--- src/source/surf_cin_pkg.sv ---
package surf_cin_pkg;

    // delay taps and stream widths
    localparam int TAP_W = 9;
    localparam int NIB_W = 4;
    localparam int WORD_W = 32;
    localparam int OFFSET_W = 5;
    localparam int COUNT_W = 16;

    // combined taps per bit of modeled shift
    localparam int TAPS_PER_BIT = 32;
    localparam int MAX_BIT_DELAY = 15;

    // the monitor chain sits at a fixed delay
    localparam logic [TAP_W-1:0] MON_TAP_COUNT = 9'd140;

    localparam logic [WORD_W-1:0] TRAIN_PATTERN = 32'hA55A_3CC3;

    typedef enum logic [1:0] {
        SEL_IDELAY     = 2'd0,
        SEL_ODELAY     = 2'd1,
        SEL_IDELAY_MON = 2'd2,
        SEL_ODELAY_MON = 2'd3
    } delay_sel_e;

    typedef enum logic {
        ALIGN_HUNT   = 1'b0,
        ALIGN_LOCKED = 1'b1
    } align_state_e;

    typedef enum logic [2:0] {
        REG_CTRL       = 3'd0,
        REG_DELAY_LOAD = 3'd1,
        REG_DELAY_READ = 3'd2,
        REG_DELAY_VAL  = 3'd3,
        REG_STATUS     = 3'd4,
        REG_LAST_WORD  = 3'd5
    } wb_addr_e;

    typedef struct packed {
        logic             en_vtc;
        logic             load;
        logic             rd;
        delay_sel_e       sel;
        logic [TAP_W-1:0] cntvaluein;
    } delay_ctrl_t;

    typedef struct packed {
        logic                locked;
        logic [OFFSET_W-1:0] bit_offset;
        logic [COUNT_W-1:0]  word_count;
    } align_status_t;

    typedef struct packed {
        logic              valid;
        logic [WORD_W-1:0] data;
    } cin_word_t;

endpackage
--- src/source/surf_cin_top.sv ---
`timescale 1ns/1ps
module surf_cin_top #(
    parameter bit INV = 1'b0
) (
    input  logic                           rxclk_i,
    input  logic                           reset_i,
    input  logic                           wb_cyc_i,
    input  logic                           wb_stb_i,
    input  logic                           wb_we_i,
    input  logic [2:0]                     wb_adr_i,
    input  logic [31:0]                    wb_dat_i,
    output logic [31:0]                    wb_dat_o,
    output logic                           wb_ack_o,
    input  logic [surf_cin_pkg::NIB_W-1:0] nibble_i,
    output surf_cin_pkg::cin_word_t        word_o,
    output logic                           locked_o
);
    import surf_cin_pkg::*;

    delay_ctrl_t      delay_ctrl;
    logic [TAP_W-1:0] delay_value;
    logic [NIB_W-1:0] lane_nibble;
    cin_word_t        word;
    align_status_t    status;
    logic             align_en;

    // polarity and delay model ahead of the aligner
    cin_lane_frontend #(
        .INV(INV)
    ) u_frontend (
        .rxclk_i      (rxclk_i),
        .reset_i      (reset_i),
        .ctrl_i       (delay_ctrl),
        .nibble_i     (nibble_i),
        .nibble_o     (lane_nibble),
        .delay_value_o(delay_value)
    );

    cin_word_aligner u_aligner (
        .rxclk_i   (rxclk_i),
        .reset_i   (reset_i),
        .align_en_i(align_en),
        .nibble_i  (lane_nibble),
        .word_o    (word),
        .status_o  (status)
    );

    cin_wb_regs u_regs (
        .rxclk_i      (rxclk_i),
        .reset_i      (reset_i),
        .wb_cyc_i     (wb_cyc_i),
        .wb_stb_i     (wb_stb_i),
        .wb_we_i      (wb_we_i),
        .wb_adr_i     (wb_adr_i),
        .wb_dat_i     (wb_dat_i),
        .wb_dat_o     (wb_dat_o),
        .wb_ack_o     (wb_ack_o),
        .delay_value_i(delay_value),
        .word_i       (word),
        .status_i     (status),
        .delay_ctrl_o (delay_ctrl),
        .align_en_o   (align_en)
    );

    assign word_o   = word;
    assign locked_o = status.locked;

endmodule

--- src/source/cin_wb_regs.sv ---
`timescale 1ns/1ps
module cin_wb_regs (
    input  logic                           rxclk_i,
    input  logic                           reset_i,
    input  logic                           wb_cyc_i,
    input  logic                           wb_stb_i,
    input  logic                           wb_we_i,
    input  logic [2:0]                     wb_adr_i,
    input  logic [31:0]                    wb_dat_i,
    output logic [31:0]                    wb_dat_o,
    output logic                           wb_ack_o,
    input  logic [surf_cin_pkg::TAP_W-1:0] delay_value_i,
    input  surf_cin_pkg::cin_word_t        word_i,
    input  surf_cin_pkg::align_status_t    status_i,
    output surf_cin_pkg::delay_ctrl_t      delay_ctrl_o,
    output logic                           align_en_o
);
    import surf_cin_pkg::*;

    logic              ack_q;
    logic [31:0]       dat_q;
    logic [31:0]       rd_mux;
    logic              wr_stb;
    logic [1:0]        ctrl_q;
    logic              load_q;
    logic              rd_q;
    delay_sel_e        sel_q;
    logic [TAP_W-1:0]  cntval_q;
    logic [WORD_W-1:0] last_word_q;

    // write lands at the end of the ack cycle
    assign wr_stb = ack_q && wb_cyc_i && wb_stb_i && wb_we_i;

    always_ff @(posedge rxclk_i) begin
        if (reset_i) begin
            ack_q <= 1'b0;
        end else begin
            ack_q <= wb_cyc_i && wb_stb_i && !ack_q;
        end
    end

    always_comb begin
        case (wb_addr_e'(wb_adr_i))
            REG_CTRL:       rd_mux = {30'd0, ctrl_q};
            REG_DELAY_LOAD: rd_mux = {23'd0, cntval_q};
            REG_DELAY_READ: rd_mux = {30'd0, sel_q};
            REG_DELAY_VAL:  rd_mux = {23'd0, delay_value_i};
            REG_STATUS:     rd_mux = {10'd0, status_i};
            REG_LAST_WORD:  rd_mux = last_word_q;
            default:        rd_mux = '0;
        endcase
    end

    // read data captured as ack rises
    always_ff @(posedge rxclk_i) begin
        if (wb_cyc_i && wb_stb_i && !ack_q) begin
            dat_q <= rd_mux;
        end
    end

    always_ff @(posedge rxclk_i) begin
        if (reset_i) begin
            ctrl_q   <= '0;
            load_q   <= 1'b0;
            rd_q     <= 1'b0;
            sel_q    <= SEL_IDELAY;
            cntval_q <= '0;
        end else begin
            // load and rd are single-cycle strobes
            load_q <= 1'b0;
            rd_q   <= 1'b0;
            if (wr_stb) begin
                case (wb_addr_e'(wb_adr_i))
                    REG_CTRL: begin
                        ctrl_q <= wb_dat_i[1:0];
                    end
                    REG_DELAY_LOAD: begin
                        load_q   <= 1'b1;
                        cntval_q <= wb_dat_i[TAP_W-1:0];
                        sel_q    <= wb_dat_i[9] ? SEL_ODELAY : SEL_IDELAY;
                    end
                    REG_DELAY_READ: begin
                        rd_q  <= 1'b1;
                        sel_q <= delay_sel_e'(wb_dat_i[1:0]);
                    end
                    default: begin
                    end
                endcase
            end
        end
    end

    always_ff @(posedge rxclk_i) begin
        if (word_i.valid) begin
            last_word_q <= word_i.data;
        end
    end

    assign wb_ack_o = ack_q;
    assign wb_dat_o = dat_q;

    assign delay_ctrl_o.en_vtc     = ctrl_q[0];
    assign delay_ctrl_o.load       = load_q;
    assign delay_ctrl_o.rd         = rd_q;
    assign delay_ctrl_o.sel        = sel_q;
    assign delay_ctrl_o.cntvaluein = cntval_q;
    assign align_en_o = ctrl_q[1];

endmodule

--- src/source/cin_word_aligner.sv ---
`timescale 1ns/1ps
module cin_word_aligner (
    input  logic                            rxclk_i,
    input  logic                            reset_i,
    input  logic                            align_en_i,
    input  logic [surf_cin_pkg::NIB_W-1:0]  nibble_i,
    output surf_cin_pkg::cin_word_t         word_o,
    output surf_cin_pkg::align_status_t     status_o
);
    import surf_cin_pkg::*;

    localparam int PH_W = OFFSET_W - $clog2(NIB_W);
    localparam int POS_W = $clog2(NIB_W);
    localparam int WIN_W = WORD_W + NIB_W;

    align_state_e        state_q;
    logic [WORD_W-1:0]   window_q;
    logic [WIN_W-1:0]    window;
    logic [PH_W-1:0]     phase_q;
    logic [OFFSET_W-1:0] offset_q;
    logic [COUNT_W-1:0]  count_q;
    logic                valid_q;
    logic [WORD_W-1:0]   data_q;
    logic                hit;
    logic [POS_W-1:0]    hit_pos;
    logic [POS_W-1:0]    take_pos;

    // current nibble joins the stored bits
    assign window = {window_q, nibble_i};

    // candidate c ends at bit c of the new nibble, counted in arrival order
    always_comb begin
        hit = 1'b0;
        hit_pos = '0;
        for (int c = NIB_W - 1; c >= 0; c--) begin
            if (window[(NIB_W - 1 - c) +: WORD_W] == TRAIN_PATTERN) begin
                hit = 1'b1;
                hit_pos = POS_W'(c);
            end
        end
    end

    // lowest index in window where the chosen word ends
    assign take_pos = (state_q == ALIGN_HUNT) ? ~hit_pos : ~offset_q[POS_W-1:0];

    always_ff @(posedge rxclk_i) begin
        window_q <= window[WORD_W-1:0];
        data_q   <= window[take_pos +: WORD_W];
    end

    always_ff @(posedge rxclk_i) begin
        if (reset_i) begin
            state_q  <= ALIGN_HUNT;
            phase_q  <= '0;
            offset_q <= '0;
            count_q  <= '0;
            valid_q  <= 1'b0;
        end else begin
            // nibble phase runs free, 8 nibbles per word
            phase_q <= phase_q + 1'b1;
            valid_q <= 1'b0;
            case (state_q)
                ALIGN_HUNT: begin
                    if (align_en_i && hit) begin
                        state_q  <= ALIGN_LOCKED;
                        offset_q <= {phase_q, hit_pos};
                        count_q  <= '0;
                        valid_q  <= 1'b1;
                    end
                end
                ALIGN_LOCKED: begin
                    if (!align_en_i) begin
                        state_q <= ALIGN_HUNT;
                    end else if (phase_q == offset_q[OFFSET_W-1:POS_W]) begin
                        // words after the training word
                        valid_q <= 1'b1;
                        count_q <= count_q + 1'b1;
                    end
                end
                default: state_q <= ALIGN_HUNT;
            endcase
        end
    end

    assign word_o.valid = valid_q;
    assign word_o.data  = data_q;

    assign status_o.locked     = (state_q == ALIGN_LOCKED);
    assign status_o.bit_offset = offset_q;
    assign status_o.word_count = count_q;

endmodule

--- src/source/cin_lane_frontend.sv ---
`timescale 1ns/1ps
module cin_lane_frontend #(
    parameter bit INV = 1'b0
) (
    input  logic                             rxclk_i,
    input  logic                             reset_i,
    input  surf_cin_pkg::delay_ctrl_t        ctrl_i,
    input  logic [surf_cin_pkg::NIB_W-1:0]   nibble_i,
    output logic [surf_cin_pkg::NIB_W-1:0]   nibble_o,
    output logic [surf_cin_pkg::TAP_W-1:0]   delay_value_o
);
    import surf_cin_pkg::*;

    localparam int DLY_W = $clog2(MAX_BIT_DELAY + 1);
    localparam int STEP_SHIFT = $clog2(TAPS_PER_BIT);
    // oldest bit we may need plus the incoming nibble
    localparam int HIST_W = NIB_W + MAX_BIT_DELAY + 1;

    logic [TAP_W-1:0]        idelay_q;
    logic [TAP_W-1:0]        odelay_q;
    logic [TAP_W-1:0]        value_q;
    logic [TAP_W-1:0]        value_sel;
    logic [TAP_W:0]          tap_sum;
    logic [TAP_W:0]          bit_steps;
    logic [DLY_W-1:0]        bit_delay;
    logic [NIB_W-1:0]        nibble_pol;
    logic [HIST_W-NIB_W-1:0] hist_q;
    logic [HIST_W-1:0]       history;

    // lane polarity
    assign nibble_pol = INV ? ~nibble_i : nibble_i;

    // tap registers, frozen while vtc is enabled
    always_ff @(posedge rxclk_i) begin
        if (reset_i) begin
            idelay_q <= '0;
            odelay_q <= '0;
        end else if (ctrl_i.load && !ctrl_i.en_vtc) begin
            if (ctrl_i.sel[0]) begin
                odelay_q <= ctrl_i.cntvaluein;
            end else begin
                idelay_q <= ctrl_i.cntvaluein;
            end
        end
    end

    always_comb begin
        case (ctrl_i.sel)
            SEL_IDELAY:     value_sel = idelay_q;
            SEL_ODELAY:     value_sel = odelay_q;
            default:        value_sel = MON_TAP_COUNT;
        endcase
    end

    // readback latch
    always_ff @(posedge rxclk_i) begin
        if (reset_i) begin
            value_q <= '0;
        end else if (ctrl_i.rd) begin
            value_q <= value_sel;
        end
    end

    assign delay_value_o = value_q;

    // cascade modeled as whole-bit shift of the stream
    assign tap_sum = {1'b0, idelay_q} + {1'b0, odelay_q};
    assign bit_steps = tap_sum >> STEP_SHIFT;
    assign bit_delay = (bit_steps > MAX_BIT_DELAY) ? DLY_W'(MAX_BIT_DELAY)
                                                   : bit_steps[DLY_W-1:0];

    // newest bits sit at the bottom, first received bit highest
    assign history = {hist_q, nibble_pol};

    always_ff @(posedge rxclk_i) begin
        hist_q   <= history[HIST_W-NIB_W-1:0];
        nibble_o <= history[bit_delay +: NIB_W];
    end

endmodule

--- config.mk ---
export PLATFORM = sky130hd
export DESIGN_NAME = surf_cin_top
export DESIGN_NICKNAME = d
export VERILOG_FILES = /design/src/source/surf_cin_pkg.sv /design/src/source/surf_cin_top.sv /design/src/source/cin_wb_regs.sv /design/src/source/cin_word_aligner.sv /design/src/source/cin_lane_frontend.sv
export SDC_FILE = /design/constraint.sdc
export NUM_CORES = 1
export LEC_CHECK = 0
export ABC_CLOCK_PERIOD_IN_PS = 7600
export BUFFER_PORTS_ARGS = -buffer_cell sky130_fd_sc_hd__buf_2
export CAP_MARGIN = 20
export CELL_PAD_IN_SITES_DETAIL_PLACEMENT = 1
export CELL_PAD_IN_SITES_GLOBAL_PLACEMENT = 1
export CORE_ASPECT_RATIO = 0.7
export CORE_MARGIN = 2
export CORE_UTILIZATION = 25
export CTS_BUF_LIST = sky130_fd_sc_hd__clkbuf_4
export CTS_CLUSTER_DIAMETER = 100
export CTS_CLUSTER_SIZE = 12
export DETAILED_ROUTE_END_ITERATION = 8
export GPL_TIMING_DRIVEN = 0
export PLACE_DENSITY = 0.52
export SLEW_MARGIN = 10
export SYNTH_ARGS = -nofsm -noshare
export SYNTH_HDL_FRONTEND = slang
export SYNTH_SLANG_ARGS = --single-unit
--- constraint.sdc ---
create_clock -name rxclk_i -period 7.6 [get_ports rxclk_i]
set_input_delay 0.38 -clock rxclk_i [delete_from_list [all_inputs] [get_ports rxclk_i]]
set_output_delay 0.38 -clock rxclk_i [all_outputs]
set_load 0.01 [all_outputs]
* Yosys cells after proc, flatten, opt, wreduce, memory -nomap -nowiden
Index checks and enable logic that the tools add are counted.
Word-level totals: register bits 217, bits of input ports 44, output and inout bits 67, word-level logic and storage cells 91
Operators by class: add/sub/neg operators 3, order comparisons 1, eq/ne operators 14, shifts and indexed selects 2, multiplexer cells 26, bitwise gates (word level) 5, reductions and logical operators 20
Operators with widths (number):
- case mux 32 bit (6 select lines) | 1
- == test 32 bit, second input constant | 4
- 2-to-1 mux 16 bit | 3
- variable part select 36 x 3 -> 32 bit | 1
- case mux 16 bit (2 select lines) | 1
- variable part select 20 x 5 -> 4 bit | 1
- case mux 9 bit (2 select lines) | 1
- adder 16 x 1 -> 16 bit, second input constant | 1
- AND reduction 2 bit | 6
- 2-to-1 mux 1 bit | 11
- adder 9 x 9 -> 10 bit | 1
- 2-to-1 mux 2 bit | 5
- logical AND 1 bit | 7
- == test 3 x 2 -> 1 bit, second input constant | 2
- == test 3 bit, second input constant | 2
- > comparator 5 x 4 -> 1 bit, second input constant | 1
- 2-to-1 mux 4 bit | 1
- inequality test 2 bit, second input constant | 2
- inverter 2 bit | 2
- case mux 1 bit (2 select lines) | 2
- case mux 2 bit (2 select lines) | 1
- adder 3 x 1 -> 3 bit, second input constant | 1
- == test 3 x 1 -> 1 bit, second input constant | 1
- == test 3 bit | 1
- 9 further kinds | 12

* Longest topological paths before layout
Gate-level depths: netlist of the first run.
depth after elaboration 8, depth in mapped cells 10, mapped depth without buffers 8

* Cells and area by module
A second synthesis of the first run with hierarchy kept.
Second synthesis, totals: cell total of the unflattened synthesis 895, area total of the unflattened synthesis 9442.8 um2
Modules (own cells, without submodules):
- cin_word_aligner | instances 1, cells an instance 372, area each 3634.7 um2, seq. area each 1781.7 um2
- cin_wb_regs | instances 1, cells an instance 225, area each 3210.6 um2, seq. area each 2242.2 um2
- cin_lane_frontend | instances 1, cells an instance 298, area each 2597.5 um2, seq. area each 920.9 um2

* Worst setup path before layout of the first run
OpenSTA, ideal clock, no wires.
kind register to register, start register u_frontend.odelay_q[2], end register u_frontend.nibble_o[2] (netlist name), setup time 0.134 ns, arrival time 2.331 ns, data required time 7.466 ns, path slack 5.135 ns, cell stages (with the launch flop) 10, buffers on the path 1, period minus slack after synthesis 2.465 ns, path through dfxtp_1 -> ha_1 -> a21oi_1 -> a21oi_1 -> a211oi_1 -> nor2_1 -> clkbuf_1 -> a21oi_1 -> a32o_1 -> o221ai_1
Between the ends: word-level cells in the longest chain between the ends 4
Ends and longest elaborated chain:
- start: declaration | line cin_lane_frontend.sv:20 | logic [TAP_W-1:0] odelay_q;
- start signal: assignment | line cin_lane_frontend.sv:40 | odelay_q <= ctrl_i.cntvaluein;
- adder 9 x 9 -> 10 bit * | line cin_lane_frontend.sv:67 | assign tap_sum = {1'b0, idelay_q} + {1'b0, odelay_q};
- > comparator 5 x 4 -> 1 bit | line cin_lane_frontend.sv:69 | assign bit_delay = (bit_steps > MAX_BIT_DELAY) ? DLY_W'(MAX_BIT_DELAY)
- 2-to-1 mux 4 bit * | line cin_lane_frontend.sv:69
- variable part select 20 x 5 -> 4 bit * | line cin_lane_frontend.sv:77 | nibble_o <= history[bit_delay +: NIB_W];
- end signal: assignment | line cin_lane_frontend.sv:77
- end: declaration | line cin_lane_frontend.sv:9 | output logic [surf_cin_pkg::NIB_W-1:0] nibble_o,
Every way passes the cells marked *; elsewhere a longest branch is shown, timed or not. A chain may end at the register's enable or synchronous reset.

* Final worst setup path of the first run
start register u_frontend.odelay_q[2], end register u_frontend.nibble_o[3] (netlist name)
The elaborated chain is that of the path after synthesis.

==> flow_metrics.tcl, run 1 <==
set metrics [dict create \
    outcome "finished, final reports clean" \
    die_area_mm2 0.03719 \
    rows 57 \
    power.leakage_nw 4.110 \
    n_fill_cell 3956 \
    rsz0062_at_grt "no" \
    cap_violations 0 \
    drive_above_1_share_pct 17.23 \
    clock_latency_ns 0.67 \
    fp.coreArea_mm2 0.03487 \
    critPathRequiredTime_ns 8.12 \
    drt_first_pass_iters 4 \
    dpl.hpwl_um 19690 \
    async_flop_share_pct 0 \
    port_buffers 86 \
    skew_ns 0.03203 \
    die_w_um 229.7 \
    cts_tree "done" \
    placed_cell_area_mm2 0.01000 \
    place_congestion 0.7754 \
    synth_cell_types 63 \
    slew_headroom_pct 35.04 \
    cp-end-kind "flip-flop" \
    cts-resized-gates 0 \
    slew_violations 0 \
    overflow 0 \
    grt_pass1_wl_um 41120 \
    p_per_area_mw_per_mm2 187.3 \
    grt_pass1_vias 6804 \
    hold_violations 0 \
    ys_ff_latch 215 \
    cts-htree-levels 1 \
    synthFlopType "dfxtp_1" \
    postCtsSetupRepairBufs 0 \
    period_minus_slack_ns 3.276 \
    critPathMaxFanout 5 \
    critical_path_class "flip-flop to flip-flop" \
    wl_per_cell_um 18.69 \
    viasPerCell 4.642 \
    start_util_pct 25.55 \
    syn_area_per_cell_um2 11.19 \
    cts-root-buf "clkbuf_4" \
    worstPathArrival_ns 3.80 \
    final-setup-viol-count 0 \
    drc_errors 0 \
    num_vias 6564 \
    drt-initial-drc-count 289 \
    max_slew.worst_pin.slew_ns 0.9724 \
    hold_path_class "input port to flip-flop" \
    mappedNetlistArea_mm2 0.008911 \
    area_delta_synth_final_pct 17.27 \
    cts_hold_buf 17 \
    setup_tns_ns 0 \
    grt_max_degree 28 \
    synth_edf_count 64 \
    netlist_instances 796 \
    yosys_warnings 0 \
    syn_nets 850 \
    stdcell_area_mm2 0.01045 \
    timing.final.crit_share_pct 43.10 \
    detail-route-antenna-nets 0 \
    clock_sinks 215 \
    wirelength_um 26430 \
    io_pins 111 \
    fp.dieH_um 162.0 \
    synth-seq-area-share_pct 55.49 \
    reg2reg_slack_ns 4.32 \
    start_kind "flip-flop" \
    num-nets-final 980 \
    track_usage_pct 14.12 \
    max-vdd-ir-drop_uv 69.20 \
    cts_max_path_buffers 3 \
    clkTransAtPathRegs_ns 0.14 \
    grt_antenna_before_repair 1 \
    cts_inserted_buffers 21 \
    max_freq_mhz 305.3 \
]
-- synthesized netlist by cell type (all sizes together) (10+ instances only) --
library cell | n | area (µm²)
a21oi | 37 | 185.2
and3 | 13 | 81.33
buf | 18 | 95.09
clkbuf | 24 | 100.1
dfxtp | 151 | 3023
edfxtp | 64 | 1922
ha | 10 | 125.1
inv | 11 | 41.29
mux2i | 123 | 1231
nand2 | 73 | 274.0
nand3 | 21 | 105.1
nor2 | 75 | 281.5
nor2b | 12 | 75.07
o21ai | 10 | 50.05
o22ai | 10 | 76.32
-- sequential cells by signal (all words and copies together), names as in the netlist, 2 cells and up --
register	count
u_aligner.count_q	16
u_aligner.data_q	32
u_aligner.offset_q	5
u_aligner.phase_q	3
u_aligner.window_q	31
u_frontend.delay_value_o	9
u_frontend.hist_q	15
u_frontend.idelay_q	9
u_frontend.nibble_o	4
u_frontend.odelay_q	9
u_regs.cntval_q	9
u_regs.ctrl_q	2
u_regs.last_word_q	32
u_regs.sel_q	2
u_regs.wb_dat_o	32
-- cell families (layout without fill, tap and decap cells) --
kind of cell / after synthesis / after routing / synth area share (%)
mux: 132 / 132 / 14.95
buf+inv: 53 / 197 / 2.654
flops: 215 / 215 / 55.49
other cells: 0 / 2 / 0
compound gates: 127 / 127 / 10.32
xor+xnor: 10 / 10 / 0.9828
simple gates: 249 / 249 / 14.20
fa+ha+maj: 10 / 10 / 1.404
-- layer usage --
| layer | vias to the layer above | GRT usage, % | wire length (µm) | share of wire, % |
|---|---|---|---|---|
| met4 | 0 | 2.450 | 358 | 1.4 |
| met1 | 3229 | 21.34 | 13720 | 52 |
| met3 | 26 | 2.265 | 1215 | 4.6 |
| met5 | - | 0 | 0 | 0 |
| met2 | 107 | 21.27 | 11140 | 42 |
| li1 | 3202 | - | - | - |
-- cells in the final DEF (no fill, tap or decap), types with 9 or more instances in the layout --
cell type and instances:
dfxtp_1 150, mux2i_1 123, buf_2 94, nor2_1 74, nand2_1 73, edfxtp_1 64
a21oi_1 37, clkbuf_4 36, clkbuf_1 23, nand3_1 21, dlygate4sd3_1 17, and3_1 13
nor2b_1 12, inv_1 11, ha_1 10, a211oi_1 9, mux2_2 9, o22ai_1 9
o211ai_1 9
-- power by group --
group	internal, mW	switching (mW)
Combinational	0.0468	0.0651
Sequential	1.21	0.0306
Clock	0.212	0.391
-- layout make-up --
class / instances / area [µm²] / share of cell area, %
tap: 472 / 590.6 / 5.651
sequential: 215 / 4946 / 47.33
clock buffer: 36 / 270.3 / 2.586
inverter: 11 / 41.29 / 0.3951
clock inverter: 1 / 3.754 / 0.03592
antenna: 2 / 5.005 / 0.04789
buffer: 42 / 195.2 / 1.868
multi-input combinational: 528 / 3737 / 35.76
timing repair buffer: 107 / 660.6 / 6.322
-- path summary, 6_finish.rpt --
kind	from	end	cells after the start
setup / recovery	u_frontend.odelay_q[2]	u_frontend.nibble_o[3]	8
hold / removal	reset_i	u_aligner.count_q[6]	3
setup reg to reg	u_frontend.odelay_q[2]	u_frontend.nibble_o[3]	8
hold reg to reg	u_frontend.nibble_o[0]	u_aligner.window_q[0]	0
-- through the flow --
stage | cells | hold WS, ns | setup slack (ns) | power [mW] | util (%)
global placement | 1354 | 0.3773 | 4.019 | 1.374 | 28.48
detailed placement | 1358 | 0.3752 | 4.347 | 1.376 | 28.68
finish | 1414 | 0.1603 | 4.324 | 1.957 | 29.96
floorplan | 796 | 0.3432 | 5.135 | 1.315 | -
CTS | 1412 | 0.1059 | 4.308 | 1.995 | 29.95
global route | 1414 | 0.1640 | 3.986 | 2.053 | 29.96
-- critical path: stages, from the launching register on --
cell and delay (ns):
dfxtp_1 0.36, ha_1 0.32, a21oi_1 0.50, a211oi_1 0.22, o31ai_1 0.41, nor4b_1 0.66, nor2_1 0.24, a32oi_1 0.27
o221ai_1 0.16
Note: power is estimated with default switching activity, not from simulation.
==> run 2: changes to the inputs <==
--- a/config.mk
+++ b/config.mk
@@ -5,7 +5,7 @@
 export SDC_FILE = /design/constraint.sdc
 export NUM_CORES = 1
 export LEC_CHECK = 0
-export ABC_CLOCK_PERIOD_IN_PS = 7600
+export ABC_CLOCK_PERIOD_IN_PS = 3000
 export BUFFER_PORTS_ARGS = -buffer_cell sky130_fd_sc_hd__buf_2
 export CAP_MARGIN = 20
 export CELL_PAD_IN_SITES_DETAIL_PLACEMENT = 1
@@ -18,7 +18,7 @@
 export CTS_CLUSTER_SIZE = 12
 export DETAILED_ROUTE_END_ITERATION = 8
 export GPL_TIMING_DRIVEN = 0
-export PLACE_DENSITY = 0.52
+export PLACE_DENSITY = 0.54
 export SLEW_MARGIN = 10
 export SYNTH_ARGS = -nofsm -noshare
 export SYNTH_HDL_FRONTEND = slang
==> constraint.sdc (replaced) <==
create_clock -name rxclk_i -period 3 [get_ports rxclk_i]
set_input_delay 0.15 -clock rxclk_i [delete_from_list [all_inputs] [get_ports rxclk_i]]
set_output_delay 0.15 -clock rxclk_i [all_outputs]
set_load 0.01 [all_outputs]
==> flow_metrics.tcl, run 2 (same netlist as run 1, synthesis figures left out) <==
set metrics [dict create \
    dpl.hpwl_um 19500 \
    track_usage_pct 14.01 \
    clkTransAtPathRegs_ns 0.14 \
    cts-root-buf "clkbuf_4" \
    stdcell_area_mm2 0.01058 \
    io_pins 111 \
    grt_max_degree 29 \
    fp.dieH_um 162.0 \
    critical_path_class "flip-flop to flip-flop" \
    holdWs_ns 0.1302 \
    clock_sinks 215 \
    cts_inserted_buffers 21 \
    viasPerCell 4.620 \
    r2r-end "u_aligner.data_q[30]" \
    reg2reg_depth 8 \
    fp.coreArea_mm2 0.03487 \
    drive_above_1_share_pct 18.25 \
    drc_errors 0 \
    hp-start "nibble_i[0]" \
    timing.final.crit_share_pct 95.70 \
    p_per_area_mw_per_mm2 468.7 \
    r2r-start "u_aligner.window_q[17]" \
    overflow 0 \
    detail-route-antenna-nets 0 \
    max_freq_mhz 348.3 \
    drt-initial-drc-count 379 \
    clock_latency_ns 0.70 \
    place_congestion 0.8489 \
    rsz0062_at_grt "no" \
    slew_violations 0 \
    grt_pass1_wl_um 40500 \
    cts_max_path_buffers 3 \
    fin_cells 1421 \
    die_w_um 229.7 \
    rows 57 \
    cts_tree "done" \
    start_util_pct 25.55 \
    crit_top_cell "mux2i_1" \
    start_kind "flip-flop" \
    cts-htree-levels 1 \
    grt_antenna_before_repair 1 \
    power.leakage_nw 4.156 \
    cp-end-kind "flip-flop" \
    num_vias 6565 \
    p_total_mw 4.960 \
    slowest_stage "mux2i_1" \
    max_slew.worst_pin.slew_ns 0.8716 \
    setup_tns_ns 0 \
    placed_cell_area_mm2 0.01000 \
    critPathMaxStageDelay_ns 0.61 \
    wirelength_um 26240 \
    port_buffers 86 \
    hold_violations 0 \
    final_common_cell "dfxtp_1" \
    outcome "finished, final reports clean" \
    holdPathStages 2 \
    place_worst_setup_slack_ns -0.1541 \
    die_area_mm2 0.03719 \
    n_fill_cell 3935 \
    holdPathEnd "u_frontend.hist_q[0]" \
    setup_slack_ns 0.1290 \
    critPathRequiredTime_ns 3.55 \
    cap_violations 0 \
    final-setup-viol-count 0 \
    drt_first_pass_iters 4 \
    path_cells "and4bb_1 -> nand2_1 -> nor3_1 -> a22o_2 -> mux2i_1 -> buf_2 -> mux2i_1 -> mux2i_1" \
    wl_per_cell_um 18.46 \
    skew_ns 0.05647 \
    hold_path_class "input port to flip-flop" \
    slew_headroom_pct 41.78 \
    grt_pass1_vias 6779 \
    utilization_pct 30.34 \
    worstPathArrival_ns 3.42 \
    most-common-layout-cells "149 x dfxtp_1, 123 x mux2i_1, 94 x buf_2" \
    max-vdd-ir-drop_uv 178.0 \
    num-nets-final 988 \
    area_delta_synth_final_pct 18.74 \
    period_minus_slack_ns 2.871 \
    dp.cells 1358 \
    reg2reg_slack_ns 0.13 \
    critPathMaxFanout 10 \
]
[run 2: worst max path at each step]
stage | from | end | depth (start not counted)
3_3_place_gp | u_frontend.odelay_q[2] | u_frontend.nibble_o[2] | 9
2_1_floorplan | u_frontend.odelay_q[2] | u_frontend.nibble_o[2] | 9
4_1_cts | u_frontend.odelay_q[2] | u_frontend.nibble_o[1] | 10
3_5_place_dp | u_frontend.odelay_q[2] | u_frontend.nibble_o[1] | 9
5_1_grt | u_frontend.idelay_q[2] | u_frontend.nibble_o[1] | 10
6_report | u_aligner.window_q[17] | u_aligner.data_q[30] | 8
[run 2: critical path: cells and delay by family, from the launching register on]
kind / cells / cell delay [ns]
compound gates: 1 / 0.29
buf+inv: 1 / 0.45
flops: 1 / 0.45
mux: 3 / 1.10
simple gates: 3 / 0.46
[run 2: what timing repair did]
item | CTS | global route
hold buffers | 26 | 0
endpoints found under the setup margin | 4 | 27
buffers inserted | 1 | 0
pin swaps | 1 | 0
resized for setup | 7 | 6
endpoints found under the hold margin | 32 | 0
[run 2: cell type report]
type	instances	area, µm²	area share [%]
plain buffers	41	195.2	1.845
clock inverters	1	3.754	0.03547
inverters	11	41.29	0.3902
repair buffers	116	748.2	7.071
clock buffers	36	270.3	2.554
flip-flops and latches	215	4947	46.75
diodes	1	2.502	0.02365
multi-input cells	528	3782	35.75
well taps	472	590.6	5.581
[run 2: layer usage]
| layer | GRT usage [%] | part of all wire (%) | wire (µm) |
|---|---|---|---|
| met1 | 20.93 | 52 | 13740 |
| met2 | 21.20 | 42 | 11090 |
| met3 | 2.423 | 3.7 | 975 |
| met4 | 2.568 | 1.7 | 436 |
| met5 | 0 | 0 | 0 |
[run 2: where the power goes]
part / leakage [nW] / total (mW) / internal (mW) / switching [mW]
registers: 1.86 / 3.15 / 3.07 / 0.0788
logic: 2.13 / 0.287 / 0.122 / 0.164
clock network: 0.170 / 1.53 / 0.537 / 0.988
